## src/design/ppu_pkg.sv

```systemverilog
// Shared types for the VCLK_Tx output path; colour depth is fixed at 8 bits and sl strength at 4
package ppu_pkg;

  // ====================
  // Widths and constants
  // ====================

  // Bits per colour channel
  localparam int COLOR_W = 8;

  // Width of the scanline strength after expansion to (s+1)*16-1
  localparam int SL_STR_W = 8;

  // Limited range output is c*220/256 + 16
  localparam logic [COLOR_W-1:0] LIMIT_COEFF         = 8'd220;
  localparam logic [3:0]         LIMIT_OFFSET_NIBBLE = 4'd1;

  // ====================
  // Enums
  // ====================

  // Requested output resolution from the config word
  typedef enum logic [3:0] {
    TARGET_240P  = 4'd0,
    TARGET_288P  = 4'd1,
    TARGET_480P  = 4'd2,
    TARGET_576P  = 4'd3,
    TARGET_720P  = 4'd4,
    TARGET_960P  = 4'd5,
    TARGET_1080P = 4'd6,
    TARGET_1200P = 4'd7,
    TARGET_1440P = 4'd8
  } target_res_e;

  // Selected output timing with 720p and up ordered at the top
  typedef enum logic [3:0] {
    VMODE_240P60  = 4'd0,
    VMODE_288P50  = 4'd1,
    VMODE_480P60  = 4'd2,
    VMODE_VGAP60  = 4'd3,
    VMODE_576P50  = 4'd4,
    VMODE_720P60  = 4'd5,
    VMODE_720P50  = 4'd6,
    VMODE_960P60  = 4'd7,
    VMODE_960P50  = 4'd8,
    VMODE_1080P60 = 4'd9,
    VMODE_1080P50 = 4'd10,
    VMODE_1200P60 = 4'd11,
    VMODE_1200P50 = 4'd12,
    VMODE_1440P60 = 4'd13,
    VMODE_1440P50 = 4'd14
  } video_mode_e;

  // ====================
  // Structs
  // ====================

  typedef struct packed {
    logic       en;
    logic       thick;
    logic [3:0] strength;
  } sl_cfg_t;

  // Config word synchronous to VCLK_Tx
  typedef struct packed {
    target_res_e target_res;
    logic        use_vga_480p;
    logic        force60;
    logic        force50;
    logic        low_latency;
    logic        limited_rgb;
    logic        sl_480i_linked;
    sl_cfg_t     sl_240p;
    sl_cfg_t     sl_480i;
  } ppu_cfg_t;

  typedef struct packed {
    logic vsync;
    logic hsync;
    logic de;
  } vid_sync_t;

  typedef struct packed {
    logic [COLOR_W-1:0] r;
    logic [COLOR_W-1:0] g;
    logic [COLOR_W-1:0] b;
  } rgb_t;

endpackage

```

## src/design/ppu_cfg_decode.sv

```systemverilog
// Config word and input status must already be synchronous to VCLK_Tx; outputs follow in 1 cycle
`timescale 1ns/1ns

module ppu_cfg_decode (
  input  logic                            VCLK_Tx,
  input  logic                            nVRST_Tx,
  input  ppu_pkg::ppu_cfg_t               cfg_i,
  input  logic                            pal_i,
  input  logic                            n64_480i_i,
  output ppu_pkg::video_mode_e            video_mode_o,
  output logic                            sync_active_high_o,
  output ppu_pkg::sl_cfg_t                sl_cfg_o,
  output logic [ppu_pkg::SL_STR_W-1:0]    sl_strength_o,
  output logic                            limited_rgb_o
);

  ppu_pkg::video_mode_e mode_ntsc;
  ppu_pkg::video_mode_e mode_pal;
  ppu_pkg::video_mode_e mode_next;
  ppu_pkg::sl_cfg_t     sl_next;
  logic                 force60_ok;
  logic                 force50_ok;

  // ====================
  // Mode candidates
  // ====================

  always_comb begin
    case (cfg_i.target_res)
      ppu_pkg::TARGET_1440P: mode_ntsc = ppu_pkg::VMODE_1440P60;
      ppu_pkg::TARGET_1200P: mode_ntsc = ppu_pkg::VMODE_1200P60;
      ppu_pkg::TARGET_1080P: mode_ntsc = ppu_pkg::VMODE_1080P60;
      ppu_pkg::TARGET_960P:  mode_ntsc = ppu_pkg::VMODE_960P60;
      ppu_pkg::TARGET_720P:  mode_ntsc = ppu_pkg::VMODE_720P60;
      ppu_pkg::TARGET_240P:  mode_ntsc = ppu_pkg::VMODE_240P60;
      // 288P, 480P, 576P and unused codes end up at 480 lines
      default: begin
        if (cfg_i.use_vga_480p) begin
          mode_ntsc = ppu_pkg::VMODE_VGAP60;
        end else begin
          mode_ntsc = ppu_pkg::VMODE_480P60;
        end
      end
    endcase
  end

  always_comb begin
    case (cfg_i.target_res)
      ppu_pkg::TARGET_1440P: mode_pal = ppu_pkg::VMODE_1440P50;
      ppu_pkg::TARGET_1200P: mode_pal = ppu_pkg::VMODE_1200P50;
      ppu_pkg::TARGET_1080P: mode_pal = ppu_pkg::VMODE_1080P50;
      ppu_pkg::TARGET_960P:  mode_pal = ppu_pkg::VMODE_960P50;
      ppu_pkg::TARGET_720P:  mode_pal = ppu_pkg::VMODE_720P50;
      ppu_pkg::TARGET_576P:  mode_pal = ppu_pkg::VMODE_576P50;
      default:               mode_pal = ppu_pkg::VMODE_288P50;
    endcase
  end

  // Forcing is not allowed in low latency mode
  assign force60_ok = cfg_i.force60 && !cfg_i.low_latency &&
                      (cfg_i.target_res != ppu_pkg::TARGET_288P);
  assign force50_ok = cfg_i.force50 && !cfg_i.low_latency &&
                      (cfg_i.target_res != ppu_pkg::TARGET_240P);

  always_comb begin
    if (force60_ok) begin
      mode_next = mode_ntsc;
    end else if (force50_ok) begin
      mode_next = mode_pal;
    end else if (pal_i) begin
      mode_next = mode_pal;
    end else begin
      mode_next = mode_ntsc;
    end
  end

  // 480i set only when running interlaced and not linked to 240p
  assign sl_next = (n64_480i_i && !cfg_i.sl_480i_linked) ? cfg_i.sl_480i : cfg_i.sl_240p;

  // ====================
  // Held outputs
  // ====================

  always_ff @(posedge VCLK_Tx or negedge nVRST_Tx) begin
    if (!nVRST_Tx) begin
      video_mode_o       <= ppu_pkg::VMODE_480P60;
      sync_active_high_o <= 1'b0;
      sl_cfg_o           <= '0;
      sl_strength_o      <= '0;
      limited_rgb_o      <= 1'b0;
    end else begin
      video_mode_o       <= mode_next;
      // HD modes use positive syncs
      sync_active_high_o <= (mode_next >= ppu_pkg::VMODE_720P60);
      sl_cfg_o           <= sl_next;
      // (s+1)*16-1 is s in the upper nibble and all ones below
      sl_strength_o      <= {sl_next.strength, 4'hf};
      limited_rgb_o      <= cfg_i.limited_rgb;
    end
  end

endmodule

```

## src/design/ppu_top.sv

```systemverilog
// Output post-processing in the VCLK_Tx domain only; beats in to beats out take 5 cycles
`timescale 1ns/1ns

module ppu_top #(
  parameter int LINE_CNT_W = 11
) (
  input  logic                 VCLK_Tx,
  input  logic                 nVRST_Tx,
  input  ppu_pkg::ppu_cfg_t    cfg_i,
  input  logic                 pal_i,
  input  logic                 n64_480i_i,
  input  ppu_pkg::vid_sync_t   sync_i,
  input  ppu_pkg::rgb_t        rgb_i,
  output logic                 VSYNC_o,
  output logic                 HSYNC_o,
  output logic                 DE_o,
  output ppu_pkg::rgb_t        rgb_o,
  output ppu_pkg::video_mode_e video_mode_o
);

  logic                           sync_active_high;
  ppu_pkg::sl_cfg_t               sl_cfg;
  logic [ppu_pkg::SL_STR_W-1:0]   sl_strength;
  logic                           limited_rgb;
  ppu_pkg::vid_sync_t             sl_sync;
  ppu_pkg::rgb_t                  sl_rgb;

  // ====================
  // Config decode
  // ====================

  ppu_cfg_decode u_cfg_decode (
    .VCLK_Tx            (VCLK_Tx),
    .nVRST_Tx           (nVRST_Tx),
    .cfg_i              (cfg_i),
    .pal_i              (pal_i),
    .n64_480i_i         (n64_480i_i),
    .video_mode_o       (video_mode_o),
    .sync_active_high_o (sync_active_high),
    .sl_cfg_o           (sl_cfg),
    .sl_strength_o      (sl_strength),
    .limited_rgb_o      (limited_rgb)
  );

  // Two cycles
  scanline_emu #(
    .LINE_CNT_W (LINE_CNT_W)
  ) u_scanline_emu (
    .VCLK_Tx       (VCLK_Tx),
    .nVRST_Tx      (nVRST_Tx),
    .sync_i        (sync_i),
    .rgb_i         (rgb_i),
    .sl_en_i       (sl_cfg.en),
    .sl_thick_i    (sl_cfg.thick),
    .sl_strength_i (sl_strength),
    .sync_o        (sl_sync),
    .rgb_o         (sl_rgb)
  );

  // Three cycles
  video_out_stage u_video_out_stage (
    .VCLK_Tx            (VCLK_Tx),
    .nVRST_Tx           (nVRST_Tx),
    .sync_i             (sl_sync),
    .rgb_i              (sl_rgb),
    .limited_rgb_i      (limited_rgb),
    .sync_active_high_i (sync_active_high),
    .VSYNC_o            (VSYNC_o),
    .HSYNC_o            (HSYNC_o),
    .DE_o               (DE_o),
    .rgb_o              (rgb_o)
  );

endmodule

```

## src/design/scanline_emu.sv

```systemverilog
// Vertical scanlines only; the line count restarts on vsync and assumes one de pulse per line
`timescale 1ns/1ns

module scanline_emu #(
  parameter int LINE_CNT_W = 11
) (
  input  logic                          VCLK_Tx,
  input  logic                          nVRST_Tx,
  input  ppu_pkg::vid_sync_t            sync_i,
  input  ppu_pkg::rgb_t                 rgb_i,
  input  logic                          sl_en_i,
  input  logic                          sl_thick_i,
  input  logic [ppu_pkg::SL_STR_W-1:0]  sl_strength_i,
  output ppu_pkg::vid_sync_t            sync_o,
  output ppu_pkg::rgb_t                 rgb_o
);

  localparam int CW = ppu_pkg::COLOR_W;

  logic [LINE_CNT_W-1:0] line_cnt;
  logic                  de_q;
  logic                  sl_line;

  // Stage 1 registers
  ppu_pkg::vid_sync_t    sync_q;
  logic                  sl_line_q;
  ppu_pkg::rgb_t         rgb_q;
  logic [2*CW-1:0]       prod_r;
  logic [2*CW-1:0]       prod_g;
  logic [2*CW-1:0]       prod_b;

  // Scanline lines give c - floor(c*str/256) and other lines keep c
  function automatic logic [CW-1:0] darken(
    input logic [CW-1:0]   c,
    input logic [2*CW-1:0] p,
    input logic            en
  );
    logic [CW-1:0] res;
    if (en) begin
      res = c - p[2*CW-1:CW];
    end else begin
      res = c;
    end
    return res;
  endfunction

  // ====================
  // Line counter
  // ====================

  always_ff @(posedge VCLK_Tx or negedge nVRST_Tx) begin
    if (!nVRST_Tx) begin
      line_cnt <= '0;
      de_q     <= 1'b0;
    end else begin
      de_q <= sync_i.de;
      if (sync_i.vsync) begin
        line_cnt <= '0;
      end else if (de_q && !sync_i.de) begin
        // End of an active line
        line_cnt <= line_cnt + 1'b1;
      end
    end
  end

  // Odd lines when thin and lines 2 and 3 of every four when thick
  assign sl_line = sl_en_i && (sl_thick_i ? line_cnt[1] : line_cnt[0]);

  // ====================
  // Darkening pipeline
  // ====================

  always_ff @(posedge VCLK_Tx or negedge nVRST_Tx) begin
    if (!nVRST_Tx) begin
      sync_q    <= '0;
      sl_line_q <= 1'b0;
      sync_o    <= '0;
    end else begin
      sync_q    <= sync_i;
      sl_line_q <= sl_line;
      sync_o    <= sync_q;
    end
  end

  always_ff @(posedge VCLK_Tx) begin
    // Stage 1 multiplies
    rgb_q  <= rgb_i;
    prod_r <= rgb_i.r * sl_strength_i;
    prod_g <= rgb_i.g * sl_strength_i;
    prod_b <= rgb_i.b * sl_strength_i;
    // Stage 2 subtracts
    rgb_o.r <= darken(rgb_q.r, prod_r, sl_line_q);
    rgb_o.g <= darken(rgb_q.g, prod_g, sl_line_q);
    rgb_o.b <= darken(rgb_q.b, prod_b, sl_line_q);
  end

endmodule

```

## src/design/video_out_stage.sv

```systemverilog
// Fixed 3-cycle latency; polarity and limiting settings are static levels and are not retimed
`timescale 1ns/1ns

module video_out_stage (
  input  logic                        VCLK_Tx,
  input  logic                        nVRST_Tx,
  input  ppu_pkg::vid_sync_t          sync_i,
  input  ppu_pkg::rgb_t               rgb_i,
  input  logic                        limited_rgb_i,
  input  logic                        sync_active_high_i,
  output logic                        VSYNC_o,
  output logic                        HSYNC_o,
  output logic                        DE_o,
  output ppu_pkg::rgb_t               rgb_o
);

  localparam int CW = ppu_pkg::COLOR_W;

  logic [2*CW-1:0]    mul_r;
  logic [2*CW-1:0]    mul_g;
  logic [2*CW-1:0]    mul_b;
  logic [CW:0]        lim1_r;
  logic [CW:0]        lim1_g;
  logic [CW:0]        lim1_b;
  ppu_pkg::rgb_t      lim2;
  ppu_pkg::rgb_t      full1;
  ppu_pkg::rgb_t      full2;
  ppu_pkg::vid_sync_t sync_d1;
  ppu_pkg::vid_sync_t sync_d2;

  // Add 16 by bumping the upper nibble
  function automatic logic [CW-1:0] add_offset(input logic [CW-1:0] c);
    return {c[CW-1:4] + ppu_pkg::LIMIT_OFFSET_NIBBLE, c[3:0]};
  endfunction

  assign mul_r = rgb_i.r * ppu_pkg::LIMIT_COEFF;
  assign mul_g = rgb_i.g * ppu_pkg::LIMIT_COEFF;
  assign mul_b = rgb_i.b * ppu_pkg::LIMIT_COEFF;

  // ====================
  // Colour pipeline
  // ====================

  always_ff @(posedge VCLK_Tx) begin
    // Keep one extra bit below the result for rounding
    lim1_r <= mul_r[2*CW-1:CW-1];
    lim1_g <= mul_g[2*CW-1:CW-1];
    lim1_b <= mul_b[2*CW-1:CW-1];
    full1  <= rgb_i;

    lim2.r <= lim1_r[CW:1] + lim1_r[0];
    lim2.g <= lim1_g[CW:1] + lim1_g[0];
    lim2.b <= lim1_b[CW:1] + lim1_b[0];
    full2  <= full1;
  end

  // ====================
  // Output registers
  // ====================

  always_ff @(posedge VCLK_Tx or negedge nVRST_Tx) begin
    if (!nVRST_Tx) begin
      sync_d1 <= '0;
      sync_d2 <= '0;
      VSYNC_o <= 1'b0;
      HSYNC_o <= 1'b0;
      DE_o    <= 1'b0;
      rgb_o   <= '0;
    end else begin
      sync_d1 <= sync_i;
      sync_d2 <= sync_d1;
      // Input syncs are active high, flip them for SD modes
      VSYNC_o <= sync_d2.vsync ^ ~sync_active_high_i;
      HSYNC_o <= sync_d2.hsync ^ ~sync_active_high_i;
      DE_o    <= sync_d2.de;
      if (limited_rgb_i) begin
        rgb_o.r <= add_offset(lim2.r);
        rgb_o.g <= add_offset(lim2.g);
        rgb_o.b <= add_offset(lim2.b);
      end else begin
        rgb_o <= full2;
      end
    end
  end

endmodule

```

## config.mk

```make
export PLATFORM = sky130hd
export DESIGN_NAME = ppu_top
export DESIGN_NICKNAME = d
export VERILOG_FILES = /design/src/design/ppu_pkg.sv /design/src/design/ppu_cfg_decode.sv /design/src/design/ppu_top.sv /design/src/design/scanline_emu.sv /design/src/design/video_out_stage.sv
export SDC_FILE = /design/constraint.sdc
export NUM_CORES = 1
export LEC_CHECK = 0
export BUFFER_PORTS_ARGS = -buffer_cell sky130_fd_sc_hd__buf_2
export CORE_MARGIN = 2
export CORE_UTILIZATION = 50
export CTS_CLUSTER_DIAMETER = 50
export DETAILED_ROUTE_END_ITERATION = 10
export HOLD_SLACK_MARGIN = 0.12
export PLACE_DENSITY_LB_ADDON = 0.25
export SYNTH_ARGS = -nofsm -noshare
export SYNTH_HDL_FRONTEND = slang
export SYNTH_SLANG_ARGS = --single-unit
```

## constraint.sdc

```tcl
create_clock -name VCLK_Tx -period 13 [get_ports VCLK_Tx]
set_clock_uncertainty 0.15 [all_clocks]
set_input_delay 1.3 -clock VCLK_Tx [delete_from_list [all_inputs] [get_ports VCLK_Tx]]
set_output_delay 1.3 -clock VCLK_Tx [all_outputs]
set_load 0.01 [all_outputs]
```

==> metrics.txt, run 1 <==
PortBufs 83; Top FF cell, synth dfxtp_1; htree depth 1; Resize count post-CTS 0; critical path peak fanout 24; total setup buffers inserted after CTS 0; post-route ant nets 0; total CTS buffers 30; final setup fails 0; Netlist cell types 54; Leak 0.00875 µW; CTS Hold Bufs 0; dpl cell area 0.0161 mm²; Setup crit start kind flip-flop; Hold WC Path Type reg -> reg; GRT Total Usage 18.1%; Area Overhead vs Synth 12.4%; Post-Syn Area 0.0153 mm²; EDFF count, synth 0; Clk pin slew, worst setup/hold paths 0.06 ns; Root Driver clkbuf_16; setup repair after global routing missed its margin false; Ports 84; Max Freq 0.187 GHz; Setup TNS 0 ns; critical path type reg -> reg; nets@finish 1,972; core area 0.0299 mm²; die height 179 µm; final period utilization 41.2%; Syn Inst Count 1,460; VDD IR-drop max 0.113 mV; Sink Count 226; number of synthesized register bits 226; dpl ws 7.12 ns; relative slew slack 42.5%; TritonCTS clock tree done; per-cell routed wire length 13.6 µm; number of global-route vias before repair 10.0k; post-synthesis sequential area ratio 31.5%; first-pass iteration count of the detailed router 5; initial antenna violation count 0; drt total wl 26,700 µm; DRC viols 0; Die W 179 µm; pin count of the biggest net entering global routing 56; min Tclk post-route 5.36 ns; Power Density 205 mW/mm²; routability congestion estimate 0.848; DP HPWL 21,500 µm; Avg Vias per Cell 4.88; grt ovf 0; Least-Margin Pin Slew 0.863 ns; net count after synthesis 1,873; Req. time, crit path 13.33 ns; max cap viols 0; ratio of cells with drive above 1 in the final layout 11.5%; worst setup margin 7.64 ns; global-route wire length before repair 46,900 µm; clk_lat worst skew 0.57 ns; number of diodes 0; design area 0.0172 mm²; Vias 9,625; outcome finished clean; clock buffer depth 3; Crit. End Element flip-flop; mean area per synthesized cell 10.5 µm²; ys async rst share 24.3%; Hold Vio Cnt, Final 0; WHS 0.156 ns; Initial Utilization 51.1%; WP data arrival 5.69 ns; Synth warnings 0; DIE AREA 0.0319 mm²; row cnt 63; fin. max-slew vios 0; DRT iter0 DRCs 379
-- cells in the mapped netlist, types with 5 or more instances --
cell type	n	share of area (%)
inv_1	283	7.0
ha_1	210	17
dfxtp_1	171	22
fa_1	150	20
and2_1	74	3.0
nand2_1	71	1.7
a21oi_1	61	2.0
dfrtp_1	54	8.9
xnor2_1	53	3.0
nor2_1	50	1.2
xor2_1	42	2.4
mux2_2	36	2.7
o21ai_0	21	0.69
nand3_1	19	0.62
nor3_1	19	0.62
clkbuf_1	17	0.42
nand2b_1	15	0.62
nor2b_1	14	0.57
a21o_1	10	0.49
o21a_1	8	0.39
a21boi_0	5	0.25
and3_1	5	0.21
mux2i_1	5	0.33
nand4_1	5	0.21
nand4b_1	5	0.29
o211ai_1	5	0.25
-- layout by cell type, fill, tap and decap left out, types with 4 or more instances in the layout --
cell       synthesis  routed
a21boi_0           5       5
a21o_1            10      10
a21oi_1           61      61
a31oi_1            4       4
a41oi_1            4       4
and2_1            74      74
and3_1             5       5
buf_2              1      83
buf_4              0       4
clkbuf_16          0      30
dfrtp_1           54      54
dfxtp_1          171     171
fa_1             150     150
ha_1             210     210
inv_1            283     283
inv_6              0       7
inv_8              0       4
mux2_2            36      36
mux2i_1            5       5
nand2_1           71      71
nand2b_1          15      15
nand3_1           19      19
nand4_1            5       5
nand4b_1           5       5
nor2_1            50      50
nor2b_1           14      14
nor3_1            19      19
o211ai_1           5       5
o21a_1             8       8
o21ai_0           21      21
o311ai_0           4       4
xnor2_1           53      53
xor2_1            42      42
-- cell type report --
| cell class | instances | area [µm²] |
|---|---|---|
| Clock buffer | 33 | 782 |
| Clock inverter | 23 | 258 |
| Fill cell | 2541 | 12700 |
| Inverter | 283 | 1060 |
| Multi-Input combinational cell | 931 | 9320 |
| Sequential cell | 226 | 4800 |
| Timing Repair Buffer | 87 | 445 |
| Tap cell | 390 | 488 |
-- state kept, by name (all words and copies together) (netlist names), 8 cells and up --
register / flops
u_scanline_emu.prod_g: 8
u_scanline_emu.prod_b: 8
u_video_out_stage.lim1_r: 9
u_scanline_emu.rgb_q: 24
u_video_out_stage.lim1_b: 9
u_video_out_stage.full1: 24
u_video_out_stage.full2: 24
u_video_out_stage.lim2: 24
u_scanline_emu.rgb_o: 24
u_video_out_stage.rgb_o: 24
u_video_out_stage.lim1_g: 9
u_scanline_emu.prod_r: 8
-- logic make-up (layout without fill, tap and decap cells) --
group	count (synthesis)	in the layout	share of synthesized area [%]
DFF	226	226	31.5
and+or+nand+nor	291	291	9.85
adders and majority gates	360	360	36.9
buffers and inverters	303	426	7.46
AOI/OAI and AO/OA	143	143	5.86
other	1	1	0.0246
xor gates and xnor gates	95	95	5.45
muxes	41	41	2.98
-- critical path: stages (launching register included) --
cell and delay [ns]:
dfrtp_1 0.82, nand2_1 0.29, inv_1 0.20, fa_1 0.45
fa_1 0.49, inv_1 0.05, fa_1 0.50, fa_1 0.54
inv_1 0.04, ha_1 0.34, a41oi_1 0.23, o21ai_0 0.12
a41oi_1 0.29, o21ai_0 0.25, o41ai_1 0.38, xnor2_1 0.16
-- where the power goes --
part	switching, µW	internal, µW	leakage [µW]	total (µW)
Combinational	886	805	0.00616	1690
Clock	337	489	0.000505	826
Sequential	98.1	909	0.00209	1010
-- metrics by stage --
stage                     cells  power [µW]  util [%]
after floorplan            1460        2360         -
after global placement     1917        2660      53.9
after detailed placement   1917        2720      53.9
after CTS                  1973        3570      57.4
after global routing       1973        3880      57.4
final                      1973        3520      57.4
-- per-layer routing --
metal / up-vias / GRT usage, % / wire length (µm)
li1: 4835 / - / -
met1: 4596 / 25.0 / 13000
met2: 150 / 29.9 / 12000
met3: 44 / 2.76 / 1160
met4: 0 / 4.34 / 577
met5: - / 0 / 0
-- final timing paths --
check	from	cells after the start	slack (ns)	end
max	u_cfg_decode.sl_strength_o[3]	15	7.64	u_scanline_emu.prod_g[15]
min	u_video_out_stage.full1[0]	0	0.16	u_video_out_stage.full2[0]
max reg2reg	u_cfg_decode.sl_strength_o[3]	15	7.64	u_scanline_emu.prod_g[15]
min reg2reg	u_video_out_stage.full1[0]	0	0.16	u_video_out_stage.full2[0]
max in group asynchronous	nVRST_Tx	2	11.45	u_cfg_decode.sl_strength_o[3]
min in group asynchronous	nVRST_Tx	2	0.72	u_video_out_stage.rgb_o[18]
Power figures use the tool's default switching activity.
==> run 2, diff against run 1 <==
==> constraint.sdc (replaced) <==
create_clock -name VCLK_Tx -period 5.1 [get_ports VCLK_Tx]
set_clock_uncertainty 0.15 [all_clocks]
set_input_delay 0.51 -clock VCLK_Tx [delete_from_list [all_inputs] [get_ports VCLK_Tx]]
set_output_delay 0.51 -clock VCLK_Tx [all_outputs]
set_load 0.01 [all_outputs]
==> run 2 against run 1 <==
Worst hold slack gained 0.00082 ns. Critical path depth grew 3. Largest power group unchanged. Sequential share of layout area shrank 0.89 points. Final cell count grew 2.6%. Non-clock buffer count grew 53. Highest routed layer unchanged. Design area grew 3.3%. Worst setup slack lost 7.4 ns. Register-to-register slack lost 7.3 ns.
==> metrics.txt, run 2 (synthesis gave the netlist of run 1 again) <==
outcome finished clean (unchanged); clk_lat worst skew 0.54 ns (was 0.57 ns); per-cell routed wire length 13.3 µm (was 13.6 µm); critical path peak fanout 6 (was 24); Root Driver clkbuf_16 (unchanged); WHS 0.156 ns (about the same); CP max stage cell fa_1 (was dfrtp_1); Avg Vias per Cell 4.89 (was 4.88); DRC viols 0 (unchanged); min Tclk post-route 4.85 ns; CP Cell Sequence dlygate4sd3_1 > buf_2 > nand2_1 > inv_1 > fa_1 > fa_1 > fa_1 > inv_1 > fa_1 > inv_1 > ha_1 > a41oi_1 > o21ai_0 > a41oi_2 > o21ai_1 > o21a_1 > nor2_1 > xnor2_1 (was nand2_1 > inv_1 > fa_1 > fa_1 > inv_1 > fa_1 > fa_1 > inv_1 > ha_1 > a41oi_1 > o21ai_0 > a41oi_1 > o21ai_0 > o41ai_1 > xnor2_1); Area Overhead vs Synth 16.1% (was 12.4%); Sink Count 226 (unchanged); htree depth 1 (unchanged); Hold WC Path Type in -> reg (was reg -> reg); nets@finish 2,024 (was 1,972); Clk pin slew, worst setup/hold paths 0.06 ns (about the same); Vias 9,888 (was 9,625); Hold Vio Cnt, Final 0 (unchanged); global-route wire length before repair 47,400 µm (was 46,900 µm); drt total wl 27,000 µm (was 26,700 µm); WP data arrival 5.17 ns (was 5.69 ns); crit-path max cell delay 0.57 ns (was 0.82 ns); max cap viols 0 (unchanged); post-route ant nets 0 (unchanged); total CTS buffers 29 (was 30); cell family with the largest share of critical-path delay adder cells (unchanged); Die W 179 µm (unchanged); final setup fails 0 (unchanged); Power Density 516 mW/mm² (was 205 mW/mm²); row cnt 63 (unchanged); most frequent cells in the layout 283 x inv_1, 210 x ha_1, 171 x dfxtp_1 (unchanged); Least-Margin Pin Slew 0.738 ns (was 0.863 ns); R2R Setup Slk 0.29 ns (was 7.64 ns); DP HPWL 21,500 µm (about the same); die height 179 µm (unchanged); clock buffer depth 3 (unchanged); final period utilization 95.1%; number of global-route vias before repair 10.4k (was 10.0k); Initial Utilization 51.1% (unchanged); relative slew slack 50.8% (was 42.5%); critical path type in -> reg (was reg -> reg); Setup TNS 0 ns (unchanged); initial antenna violation count 0 (unchanged); Req. time, crit path 5.42 ns (was 13.33 ns); worst path bufs/invs 5 (was 3); Ports 84 (unchanged); most common cell after layout, fill and taps aside inv_1 (unchanged); DIE AREA 0.0319 mm² (unchanged); routability congestion estimate 0.873 (was 0.848); Max Freq 0.206 GHz; core area 0.0299 mm² (unchanged); Worst path most repeated cell fa_1 (unchanged); TritonCTS clock tree done (unchanged); grt ovf 0 (unchanged); Filler Cells Inserted 2,567 (was 2,541); first-pass iteration count of the detailed router 4 (was 5); DRT iter0 DRCs 379 (unchanged); pin count of the biggest net entering global routing 56 (unchanged); VDD IR-drop max 0.276 mV (was 0.113 mV); utilization after layout 59.3% (was 57.4%); total setup buffers inserted after CTS 0 (unchanged); GRT Total Usage 18.1% (about the same); number of diodes 0 (unchanged); Crit. End Element flip-flop (unchanged); PortBufs 83 (unchanged); Leak 0.00900 µW (was 0.00875 µW); ratio of cells with drive above 1 in the final layout 12.0% (was 11.5%); fin. max-slew vios 0 (unchanged); Setup crit start kind primary input (was flip-flop)
run 2: cell types whose count changed in the layout (fill, tap and decap cells not counted), sizes merged:
| cell | change |
|---|---|
| clkinvlp | +1 |
| clkbuf | +4 |
| buf | +10 |
| clkinv | -3 |
| inv | -6 |
| bufinv | +2 |
| dlygate4sd3 | +43 |
run 2: per-layer routing:
metal	global-route usage, %	part of all wire (%)
met5	0	0
met4	4.74	2.4
met3	2.59	4.0
met2	31.0	46
met1	24.1	47
run 2: metrics by stage:
stage          instances  area [µm²]  setup slack (ns)  power (µW)
2_1_floorplan       1460       15300             0.333        6030
3_3_place_gp        1927       16200             0.229        6820
3_5_place_dp        1927       16200             0.108        6970
4_1_cts             2024       17700            0.0726        9240
5_1_grt             2024       17700          -0.00890       10100
6_report            2024       17700             0.252        9150
run 2: area by class of cell:
| cell class | instances | area, µm² | area share, % |
|---|---|---|---|
| clock buffer | 37 | 806 | 4.55 |
| timing repair buffer | 140 | 951 | 5.37 |
| inverter | 283 | 1060 | 5.99 |
| tap | 390 | 488 | 2.75 |
| sequential | 226 | 4800 | 27.1 |
| multi-input combinational | 931 | 9350 | 52.7 |
| clock inverter | 17 | 268 | 1.51 |
run 2: what timing repair did:
item | in CTS | in global routing
setup endpoints to repair | 0 | 7
gates resized for setup | 0 | 8
hold buffers | 43 | 0
endpoints found under the hold margin | 92 | 0
run 2: path summary, 6_finish.rpt:
path,start,to,cells after the start
setup / recovery,rgb_i[14],u_scanline_emu.prod_g[14],18
hold / removal,cfg_i[17],u_cfg_decode.video_mode_o[0],3
setup reg to reg,u_cfg_decode.sl_strength_o[5],u_scanline_emu.prod_g[14],15
hold reg to reg,u_video_out_stage.full1[21],u_video_out_stage.full2[21],0
max in group asynchronous,nVRST_Tx,u_cfg_decode.sl_strength_o[3],3
min in group asynchronous,nVRST_Tx,u_video_out_stage.rgb_o[19],3
run 2: report_power, final:
group | internal [µW] | switching (µW) | leakage (µW)
clock | 1350 | 812 | 0.000515
sequential | 2320 | 250 | 0.00209
combinational | 2100 | 2320 | 0.00640
total | 5770 | 3380 | 0.00900
run 2: worst min-delay path, cell delays in order:
cell	delay (ns)
buf_2	0.09
o31ai_1	0.07
a21oi_1	0.13
